[src/verilog/io_pkg.sv]
package io_pkg;

    // Request word widths
    localparam int ADDR_WIDTH = 15;
    localparam int DATA_WIDTH = 16;

    localparam int NUM_IRQS = 8;

    // Port addresses, compared as {addr, 1'b0}
    localparam logic [15:0] LEDS_PORT = 16'hfffe;
    localparam logic [15:0] IRQ_PORT = 16'hfff6;
    localparam logic [15:0] TIMER_PORT = 16'h0040; // Reload/count, then control

    // A timer write is either a reload value or the control fields
    typedef union packed {
        logic [15:0] value;
        struct packed {
            logic [13:0] reserved; // Reads as zero
            logic irq_enable;
            logic enable;
        } ctrl;
    } timer_word_u;

endpackage

[src/verilog/io_req_if.sv]
`timescale 1ns/1ns

interface io_req_if
    import io_pkg::*;
();

    logic [ADDR_WIDTH-1:0] addr; // Word address
    logic [DATA_WIDTH-1:0] wdata;
    logic wr_en;
    logic [1:0] bytesel; // Low and high byte lanes

    // The decoder only looks at the address
    modport master (
        input addr
    );

    modport target (
        input addr,
        input wdata,
        input wr_en,
        input bytesel
    );

endinterface

[src/verilog/io_bus_decoder.sv]
`timescale 1ns/1ns

module io_bus_decoder
    import io_pkg::*;
(
    input logic clk,
    input logic reset,
    io_req_if.master req,
    input logic access,
    output logic leds_cs,
    output logic timer_cs,
    output logic irq_cs,
    input logic [DATA_WIDTH-1:0] leds_rdata,
    input logic [DATA_WIDTH-1:0] timer_rdata,
    input logic [DATA_WIDTH-1:0] irq_rdata,
    input logic leds_ack,
    input logic timer_ack,
    input logic irq_ack,
    output logic [DATA_WIDTH-1:0] rdata,
    output logic ack
);

    logic [15:0] byte_addr;
    logic default_cs;
    logic default_ack;

    assign byte_addr = {req.addr, 1'b0};

    always_comb begin
        leds_cs = 1'b0;
        timer_cs = 1'b0;
        irq_cs = 1'b0;
        default_cs = 1'b0;

        if (access) begin
            if (byte_addr == LEDS_PORT) begin
                leds_cs = 1'b1;
            end else if (byte_addr == IRQ_PORT) begin
                irq_cs = 1'b1;
            end else if (byte_addr[15:2] == TIMER_PORT[15:2]) begin
                timer_cs = 1'b1; // Two words
            end else begin
                default_cs = 1'b1; // Nobody claims it
            end
        end
    end

    // Unclaimed accesses still complete
    always_ff @(posedge clk) begin
        if (reset) begin
            default_ack <= 1'b0;
        end else begin
            default_ack <= default_cs & ~default_ack;
        end
    end

    // Idle targets drive zero, so a plain OR is enough
    assign rdata = leds_rdata | timer_rdata | irq_rdata;
    assign ack = leds_ack | timer_ack | irq_ack | default_ack;

endmodule

[src/verilog/leds_register.sv]
`timescale 1ns/1ns

module leds_register
    import io_pkg::*;
#(
    parameter int NUM_LEDS = 8
)
(
    input logic clk,
    input logic reset,
    io_req_if.target req,
    input logic cs,
    output logic [DATA_WIDTH-1:0] rdata,
    output logic ack,
    output logic [NUM_LEDS-1:0] leds
);

    logic [DATA_WIDTH-1:0] leds_ext;

    always_comb begin
        leds_ext = '0;
        leds_ext[NUM_LEDS-1:0] = leds; // Zero extended
    end

    always_ff @(posedge clk) begin
        if (reset) begin
            ack <= 1'b0;
            leds <= '0;
        end else begin
            ack <= cs & ~ack;
            if (cs && !ack && req.wr_en) begin
                for (int i = 0; i < NUM_LEDS; i++) begin
                    if (req.bytesel[i / 8]) begin
                        leds[i] <= req.wdata[i]; // Enabled lanes only
                    end
                end
            end
        end
    end

    assign rdata = ack ? leds_ext : '0;

endmodule

[src/verilog/timer_registers.sv]
`timescale 1ns/1ns

module timer_registers
    import io_pkg::*;
(
    input logic clk,
    input logic reset,
    io_req_if.target req,
    input logic cs,
    output logic [DATA_WIDTH-1:0] rdata,
    output logic ack,
    input logic [15:0] count,
    input logic tick,
    output logic [15:0] reload,
    output logic enable,
    output logic timer_irq
);

    timer_word_u wr_word;
    timer_word_u rd_ctrl;
    logic irq_enable;
    logic write_strobe;

    assign wr_word = req.wdata;
    assign write_strobe = cs & ~ack & req.wr_en;

    always_comb begin
        rd_ctrl = '0;
        rd_ctrl.ctrl.enable = enable;
        rd_ctrl.ctrl.irq_enable = irq_enable;
    end

    always_ff @(posedge clk) begin
        if (reset) begin
            ack <= 1'b0;
            reload <= '0;
            enable <= 1'b0;
            irq_enable <= 1'b0;
        end else begin
            ack <= cs & ~ack;
            if (write_strobe && !req.addr[0]) begin
                if (req.bytesel[0]) begin
                    reload[7:0] <= wr_word.value[7:0];
                end
                if (req.bytesel[1]) begin
                    reload[15:8] <= wr_word.value[15:8];
                end
            end
            if (write_strobe && req.addr[0] && req.bytesel[0]) begin
                enable <= wr_word.ctrl.enable; // Control word
                irq_enable <= wr_word.ctrl.irq_enable;
            end
        end
    end

    // Offset 0 reads the live count
    assign rdata = !ack ? '0 : (req.addr[0] ? rd_ctrl.value : count);

    assign timer_irq = tick & irq_enable;

endmodule

[src/verilog/timer_counter.sv]
`timescale 1ns/1ns

module timer_counter #(
    parameter int PRESCALE = 4
)
(
    input logic clk,
    input logic reset,
    input logic [15:0] reload,
    input logic enable,
    output logic [15:0] count,
    output logic tick
);

    localparam int PRE_WIDTH = (PRESCALE > 1) ? $clog2(PRESCALE) : 1;

    logic [PRE_WIDTH-1:0] pre_count;
    logic step;

    assign step = pre_count == PRE_WIDTH'(PRESCALE - 1);

    always_ff @(posedge clk) begin
        if (reset) begin
            pre_count <= '0;
            count <= '0;
            tick <= 1'b0;
        end else if (!enable) begin
            pre_count <= '0;
            count <= reload; // Parked at reload
            tick <= 1'b0;
        end else begin
            tick <= 1'b0;
            pre_count <= step ? '0 : pre_count + 1'b1;
            if (step) begin
                if (count == 16'h0000) begin
                    count <= reload;
                    tick <= 1'b1; // Terminal count
                end else begin
                    count <= count - 1'b1;
                end
            end
        end
    end

endmodule

[src/verilog/irq_controller.sv]
`timescale 1ns/1ns

module irq_controller
    import io_pkg::*;
(
    input logic clk,
    input logic reset,
    io_req_if.target req,
    input logic cs,
    output logic [DATA_WIDTH-1:0] rdata,
    output logic ack,
    input logic [NUM_IRQS-1:0] irq_lines,
    output logic intr
);

    logic [NUM_IRQS-1:0] pending;
    logic [NUM_IRQS-1:0] mask;
    logic [NUM_IRQS-1:0] clear;
    logic write_strobe;
    logic [DATA_WIDTH-1:0] rd_word;

    assign write_strobe = cs & ~ack & req.wr_en;

    // Write one to clear, low lane only
    assign clear = (write_strobe && req.bytesel[0]) ? req.wdata[NUM_IRQS-1:0] : '0;

    always_comb begin
        rd_word = '0;
        rd_word[NUM_IRQS-1:0] = pending;
        rd_word[8 +: NUM_IRQS] = mask; // High byte
    end

    always_ff @(posedge clk) begin
        if (reset) begin
            ack <= 1'b0;
            pending <= '0;
            mask <= '0;
            intr <= 1'b0;
        end else begin
            ack <= cs & ~ack;
            pending <= (pending & ~clear) | irq_lines; // A live line wins
            if (write_strobe && req.bytesel[1]) begin
                mask <= req.wdata[8 +: NUM_IRQS];
            end
            intr <= |(pending & mask);
        end
    end

    assign rdata = ack ? rd_word : '0;

endmodule

[src/verilog/io_subsystem.sv]
`timescale 1ns/1ns

module io_subsystem
    import io_pkg::*;
#(
    parameter int NUM_LEDS = 8,
    parameter int PRESCALE = 4
)
(
    input logic clk,
    input logic reset,
    input logic io_access,
    input logic [ADDR_WIDTH-1:0] io_addr,
    input logic [DATA_WIDTH-1:0] io_wdata,
    input logic io_wr_en,
    input logic [1:0] io_bytesel,
    output logic [DATA_WIDTH-1:0] io_rdata,
    output logic io_ack,
    input logic [NUM_IRQS-2:0] ext_irq,
    output logic [NUM_LEDS-1:0] leds,
    output logic intr
);

    logic leds_cs;
    logic timer_cs;
    logic irq_cs;
    logic [DATA_WIDTH-1:0] leds_rdata;
    logic [DATA_WIDTH-1:0] timer_rdata;
    logic [DATA_WIDTH-1:0] irq_rdata;
    logic leds_ack;
    logic timer_ack;
    logic irq_ack;
    logic [15:0] reload;
    logic enable;
    logic [15:0] count;
    logic tick;
    logic timer_irq;
    logic [NUM_IRQS-1:0] irq_lines;

    io_req_if req ();

    assign req.addr = io_addr;
    assign req.wdata = io_wdata;
    assign req.wr_en = io_wr_en;
    assign req.bytesel = io_bytesel;

    assign irq_lines = {ext_irq, timer_irq}; // Timer on line 0

    io_bus_decoder i_decoder (
        .clk(clk),
        .reset(reset),
        .req(req.master),
        .access(io_access),
        .leds_cs(leds_cs),
        .timer_cs(timer_cs),
        .irq_cs(irq_cs),
        .leds_rdata(leds_rdata),
        .timer_rdata(timer_rdata),
        .irq_rdata(irq_rdata),
        .leds_ack(leds_ack),
        .timer_ack(timer_ack),
        .irq_ack(irq_ack),
        .rdata(io_rdata),
        .ack(io_ack)
    );

    leds_register #(
        .NUM_LEDS(NUM_LEDS)
    ) i_leds_register (
        .clk(clk),
        .reset(reset),
        .req(req.target),
        .cs(leds_cs),
        .rdata(leds_rdata),
        .ack(leds_ack),
        .leds(leds)
    );

    timer_registers i_timer_registers (
        .clk(clk),
        .reset(reset),
        .req(req.target),
        .cs(timer_cs),
        .rdata(timer_rdata),
        .ack(timer_ack),
        .count(count),
        .tick(tick),
        .reload(reload),
        .enable(enable),
        .timer_irq(timer_irq)
    );

    timer_counter #(
        .PRESCALE(PRESCALE)
    ) i_timer_counter (
        .clk(clk),
        .reset(reset),
        .reload(reload),
        .enable(enable),
        .count(count),
        .tick(tick)
    );

    irq_controller i_irq_controller (
        .clk(clk),
        .reset(reset),
        .req(req.target),
        .cs(irq_cs),
        .rdata(irq_rdata),
        .ack(irq_ack),
        .irq_lines(irq_lines),
        .intr(intr)
    );

endmodule

[config.mk]
export PLATFORM = sky130hd
export DESIGN_NAME = io_subsystem
export DESIGN_NICKNAME = d
export VERILOG_FILES = /design/src/verilog/io_pkg.sv /design/src/verilog/io_req_if.sv /design/src/verilog/io_bus_decoder.sv /design/src/verilog/leds_register.sv /design/src/verilog/timer_registers.sv /design/src/verilog/timer_counter.sv /design/src/verilog/irq_controller.sv /design/src/verilog/io_subsystem.sv
export SDC_FILE = /design/constraint.sdc
export NUM_CORES = 1
export LEC_CHECK = 0
export CORE_UTILIZATION = 60
export CTS_BUF_LIST = sky130_fd_sc_hd__clkbuf_16
export CTS_CLUSTER_DIAMETER = 30
export DETAILED_ROUTE_END_ITERATION = 8
export DONT_BUFFER_PORTS = 1
export GPL_ROUTABILITY_DRIVEN = 0
export GPL_TIMING_DRIVEN = 0
export PLACE_DENSITY = 0.83
export SLEW_MARGIN = 20
export SYNTH_ARGS = -nofsm -noshare
export SYNTH_HDL_FRONTEND = slang
export SYNTH_HIERARCHICAL = 1
export SYNTH_SLANG_ARGS = --single-unit
export TNS_END_PERCENT = 50
[constraint.sdc]
create_clock -name clk -period 4.8 [get_ports clk]
set_clock_uncertainty 0.05 [all_clocks]
set_input_delay 0.48 -clock clk [delete_from_list [all_inputs] [get_ports clk]]
set_output_delay 0.48 -clock clk [all_outputs]
set_load 0.02 [all_outputs]
* Word level (Yosys, flattened, before mapping)
Index checks and enable logic that the tools add are counted.
Storage, ports and cells: logic and storage cells 82, register bits after elaboration 66, input bits 44
Cells by class: reductions and logical operators 16, eq/ne operators 5, multiplexer cells 22, bitwise gates (word level) 22, add/subtract/negate cells 2
Operators by type and width (count):
- two-way mux 16 bit | 6
- OR 16 bit | 2
- equality test 15 bit (second input constant) | 2
- AND 8 bit | 2
- zero test 16 bit | 1
- two-way mux 8 bit | 2
- subtractor 16 x 1 -> 16 bit (second input constant) | 1
- equality test 14 x 5 -> 1 bit (second input constant) | 1
- two-way mux 1 bit | 14
- NOT 8 bit | 1
- OR 8 bit | 1
- OR reduction 8 bit | 1
- AND 1 bit | 7
- logical AND 1 bit | 7
- NOT 1 bit | 6
- AND reduction 2 bit | 3
- OR reduction 3 bit | 2
- OR 1 bit | 3
- adder 2 x 1 -> 2 bit (second input constant) | 1
- equality test 2 bit (second input constant) | 1
- zero test 1 bit | 2
- != test 2 x 1 -> 1 bit (second input constant) | 1

* Depth between registers and ports, before layout
depth after elaboration 11, mapped depth 8

* Cells and area by module
Netlist, hierarchy kept.
Modules (own cells, without submodules):
- timer_counter | area an instance 1202.4 um2, seq. area each 380.4 um2, times used 1, cells each 149
- timer_registers | area an instance 997.2 um2, seq. area each 380.4 um2, times used 1, cells each 103
- irq_controller | area an instance 932.1 um2, seq. area each 360.3 um2, times used 1, cells each 95
- leds_register | area an instance 516.7 um2, seq. area each 180.2 um2, times used 1, cells each 54
- io_bus_decoder | area an instance 235.2 um2, seq. area each 20.0 um2, times used 1, cells each 35

* Least setup slack after synthesis
No wires, ideal clock.
path type reg2reg, from register i_timer_counter.count[1], to register i_timer_counter.count[6], stages on the path, launching flop included 9, path slack 2.667 ns, library setup time 0.134 ns, arrival time 1.949 ns, cell sequence dfxtp_1 -> inv_1 -> ha_1 -> or4b_1 -> o41ai_4 -> buf_6 -> o21ai_2 -> a2bb2oi_1 -> a21oi_1
On the way: word-level cells in the longest chain between the ends 4, elaborated cells between the ends (all ways) 5
RTL lines:
- start: declaration | RTL line timer_counter.sv:11 | output logic [15:0] count,
- start signal: assignment | RTL line timer_counter.sv:29 | count <= reload;
- start signal: assignment | RTL line timer_counter.sv:36 | count <= reload;
- start signal: assignment | RTL line timer_counter.sv:39 | count <= count - 1'b1;
- subtractor 16 x 1 -> 16 bit / zero test 16 bit (equally long branches) | RTL line timer_counter.sv:39, timer_counter.sv:35
- two-way mux 16 bit * | RTL line timer_counter.sv:35 | if (count == 16'h0000) begin
- two-way mux 16 bit * | RTL line timer_counter.sv:34 | if (step) begin
- two-way mux 16 bit * | RTL line timer_counter.sv:27 | end else if (!enable) begin
Mark *: on every way between the ends. The rest lies on a longest branch, timed or not. The select of a mux whose other input is x is not followed. A chain may end at the register's enable or synchronous reset.

* Worst setup path after layout
from register i_timer_counter.count[1], to register i_timer_counter.count[8]
Same word-level chain as after synthesis.

==> impl_results.rst <==
.. list-table::
   :header-rows: 1

   * - Metric
     - Value
   * - EDFF count, synth
     - 0
   * - Fraction of registers with async set/reset
     - 0%
   * - Max H-tree Level
     - 3
   * - Data required time at the worst endpoint
     - 4.94 ns
   * - Slack of the critical path
     - 2.22 ns
   * - Number of buffers inserted during clock tree synthesis
     - 9
   * - Final net count
     - 501
   * - Final min period
     - around 2.6 ns
   * - Antenna violation net count after detailed routing
     - 0
   * - Pin count of the biggest net entering global routing
     - 33
   * - Flop and latch count out of synthesis
     - 66
   * - Aggregate global routing overflow
     - 0
   * - Sequential fraction of the synthesis area
     - 34.0%
   * - Highest achievable clock rate
     - 388 MHz
   * - # resized after CTS
     - 0
   * - Kind of launch point of the worst setup path
     - register
   * - Number of buffers on the longest clock path
     - 2
   * - Commonest cells after routing, fill and taps aside
     - sky130_fd_sc_hd__nand2b_1, sky130_fd_sc_hd__dfxtp_1, sky130_fd_sc_hd__mux2i_1, sky130_fd_sc_hd__and2_1, sky130_fd_sc_hd__nor2_1
   * - Initial antenna violation count
     - 0
   * - Most frequent standard cell in the layout excluding fill and tap cells
     - sky130_fd_sc_hd__nand2b_1
   * - Starting density of the core
     - between 60% and 70%
   * - Fraction of layout instances using a drive strength above 1
     - ~15%
   * - Endpoint arrival time on the critical path
     - roughly 2.7 ns
   * - 1st-pass router iterations
     - 7
   * - Clock latency on the worst-skew pair
     - roughly 0.33 ns
   * - Quantity of hold-fixing buffers added after cts
     - 0
   * - Share of the clock period used by the worst path
     - a little over half
   * - Wire length after detailed routing
     - 10200 um
   * - Library cell used as clock root buffer
     - sky130_fd_sc_hd__clkbuf_16
   * - Synth top area cells
     - sky130_fd_sc_hd__dfxtp_1, sky130_fd_sc_hd__nand2b_1, sky130_fd_sc_hd__mux2i_1, sky130_fd_sc_hd__and2_1, sky130_fd_sc_hd__a311oi_2
   * - Top-area cell type share of the netlist area
     - 34.0%
   * - Placed cells
     - 518
   * - Setup TNS
     - 0 ns
   * - Setup bufs post-CTS
     - 0
   * - Total routing resource utilization after global routing
     - 31.2%
   * - Worst slack on hold paths
     - ~0.18 ns
   * - Y dimension of the die
     - between 80 and 90 um
   * - Final hold violations
     - 0
   * - Worst setup EP type
     - register
   * - Clock transition at the registers of the reported paths
     - approximately 0.050 ns
   * - Class of the most critical setup path
     - register to register
   * - Number of instances in the synthesized netlist
     - about 440
   * - Area of the core region
     - 0.00610 mm2
   * - Total power consumption of the routed design
     - ~1.2 mW
   * - Peak ir drop on the vdd network
     - 278 uV
   * - DR DRC count
     - 0
   * - Outcome
     - finished clean
   * - Cell taking the most area after synthesis
     - sky130_fd_sc_hd__dfxtp_1
   * - Total placed instance area
     - 0.00400 mm2
   * - Biggest fanout along the worst timing path
     - 10
   * - Worst-margin pin slew
     - between 0.9 and 1 ns
   * - Cell leakage power
     - around 1.6 nW
   * - Number of global-route vias before repair
     - between 3000 and 4000
   * - Max-slew violation count
     - 0
   * - Yosys Warn Count
     - 6
   * - Global-route wire length before repair
     - roughly 15000 um
   * - Max capacitance violation total
     - 0
   * - Number of I/O port buffers
     - 0
   * - Area growth from synthesis to final layout
     - 10.4%
   * - Routed len/inst
     - 19.2 um
   * - Chip width
     - roughly 80 um
   * - Synthesized area
     - around 0.004 mm2
   * - TritonCTS clock tree
     - done
   * - Slew Limit Headroom
     - about a third
   * - Antenna Cells
     - 0
   * - Total number of clock tree sinks
     - between 60 and 70
   * - # rows
     - 28
   * - Number of different library cells in the post-synthesis netlist
     - 54
   * - End-of-flow core utilization
     - between 70% and 80%
   * - Violation count after the first detailed-routing iteration
     - about 310
   * - Die Outline Area
     - slightly below 0.007 mm2
   * - Syn avg cell area
     - 8.91 um2
   * - Unrepaired setup endpoints after global routing
     - no
   * - Power density cells
     - around 290 mW/mm2
   * - Non-Filler Instances
     - about 530
   * - Number of top-level pins
     - 70
   * - HP Class
     - input port to register
   * - Dpl hpwl
     - between 7000 and 8000 um
   * - Via/cell ratio
     - approximately 6.3
   * - Vias post-DR
     - between 3000 and 4000
   * - Pre-CTS setup slack
     - between 2 and 2.5 ns
   * - Top FF cell, synth
     - sky130_fd_sc_hd__dfxtp_1
   * - Number of setup violations in the final report
     - 0
   * - Post-route design area
     - 0.00429 mm2
-- report_power, final --
part | switching, mW | internal [mW] | total (mW)
logic | 0.0284 | 0.0270 | 0.0554
registers | 0.00419 | 0.553 | 0.557
clock network | 0.237 | 0.395 | 0.632
-- per-layer routing --
layer,GRT usage [%],share of wire [%],vias to the layer above
li1,-,-,1562
met1,36.9,40,1599
met2,51.5,48,188
met3,9.34,8.9,30
met4,14.6,3.3,0
met5,0,0,-
-- worst max-delay path, stage by stage (launching register included) --
cell and delay (ns):
sky130_fd_sc_hd__dfxtp_1 0.35, sky130_fd_sc_hd__inv_1 0.12, sky130_fd_sc_hd__ha_1 0.15, sky130_fd_sc_hd__or4b_1 0.61, sky130_fd_sc_hd__o41ai_4 0.60, sky130_fd_sc_hd__buf_6 0.25
sky130_fd_sc_hd__a21oi_1 0.07, sky130_fd_sc_hd__o21ai_1 0.15, sky130_fd_sc_hd__a31oi_1 0.09
-- state kept, by name, indices dropped and copies added (netlist names) --
register,flops
i_irq_controller/intr,1
i_irq_controller/mask,8
i_decoder/default_ack,1
i_irq_controller/pending,8
i_timer_registers/irq_enable,1
i_leds_register/ack,1
i_timer_registers/enable,1
i_irq_controller/ack,1
i_timer_counter/count,16
i_timer_registers/reload,16
i_timer_counter/pre_count,2
i_timer_registers/ack,1
i_timer_counter/tick,1
i_leds_register/leds,8
-- logic make-up after synthesis --
| kind of cell | share of synthesized area, % |
|---|---|
| AOI/OAI and AO/OA | 12.2 |
| adders and majority gates | 0.967 |
| buffers and inverters | 6.41 |
| DFF | 34.0 |
| muxes | 9.28 |
| other | 0.0966 |
| and+or+nand+nor | 37.0 |
-- final timing paths --
path | cells past startpoint | slack [ns] | from | to
min | 1 | 0.18 | reset | i_timer_counter/count[5]
max | 8 | 2.22 | i_timer_counter/count[1] | i_timer_counter/count[8]
max reg2reg | 8 | 2.22 | i_timer_counter/count[1] | i_timer_counter/count[8]
min reg2reg | 1 | 0.38 | i_timer_counter/pre_count[0] | i_timer_counter/pre_count[0]
-- cells in the mapped netlist, types with 9 or more instances --
cell type and count:
sky130_fd_sc_hd__dfxtp_1 66, sky130_fd_sc_hd__nand2_1 9, sky130_fd_sc_hd__nor4_1 9, sky130_fd_sc_hd__nor3_1 11, sky130_fd_sc_hd__nand3_1 12, sky130_fd_sc_hd__mux2i_1 36
sky130_fd_sc_hd__clkbuf_1 11, sky130_fd_sc_hd__nor2_1 20, sky130_fd_sc_hd__and2_1 26, sky130_fd_sc_hd__nand4_1 9, sky130_fd_sc_hd__nand2b_1 69, sky130_fd_sc_hd__inv_1 13
sky130_fd_sc_hd__or3_1 18, sky130_fd_sc_hd__and2_2 15
-- layout make-up --
cell class | count | area (um2)
clock inverters | 7 | 60.1
multi-input cells | 334 | 2340
fillers | 470 | 1810
well taps | 75 | 93.8
flip-flops and latches | 66 | 1320
inverters | 13 | 48.8
plain buffers | 30 | 200
clock buffers | 9 | 225
Note: power is estimated with default switching activity, not from simulation.
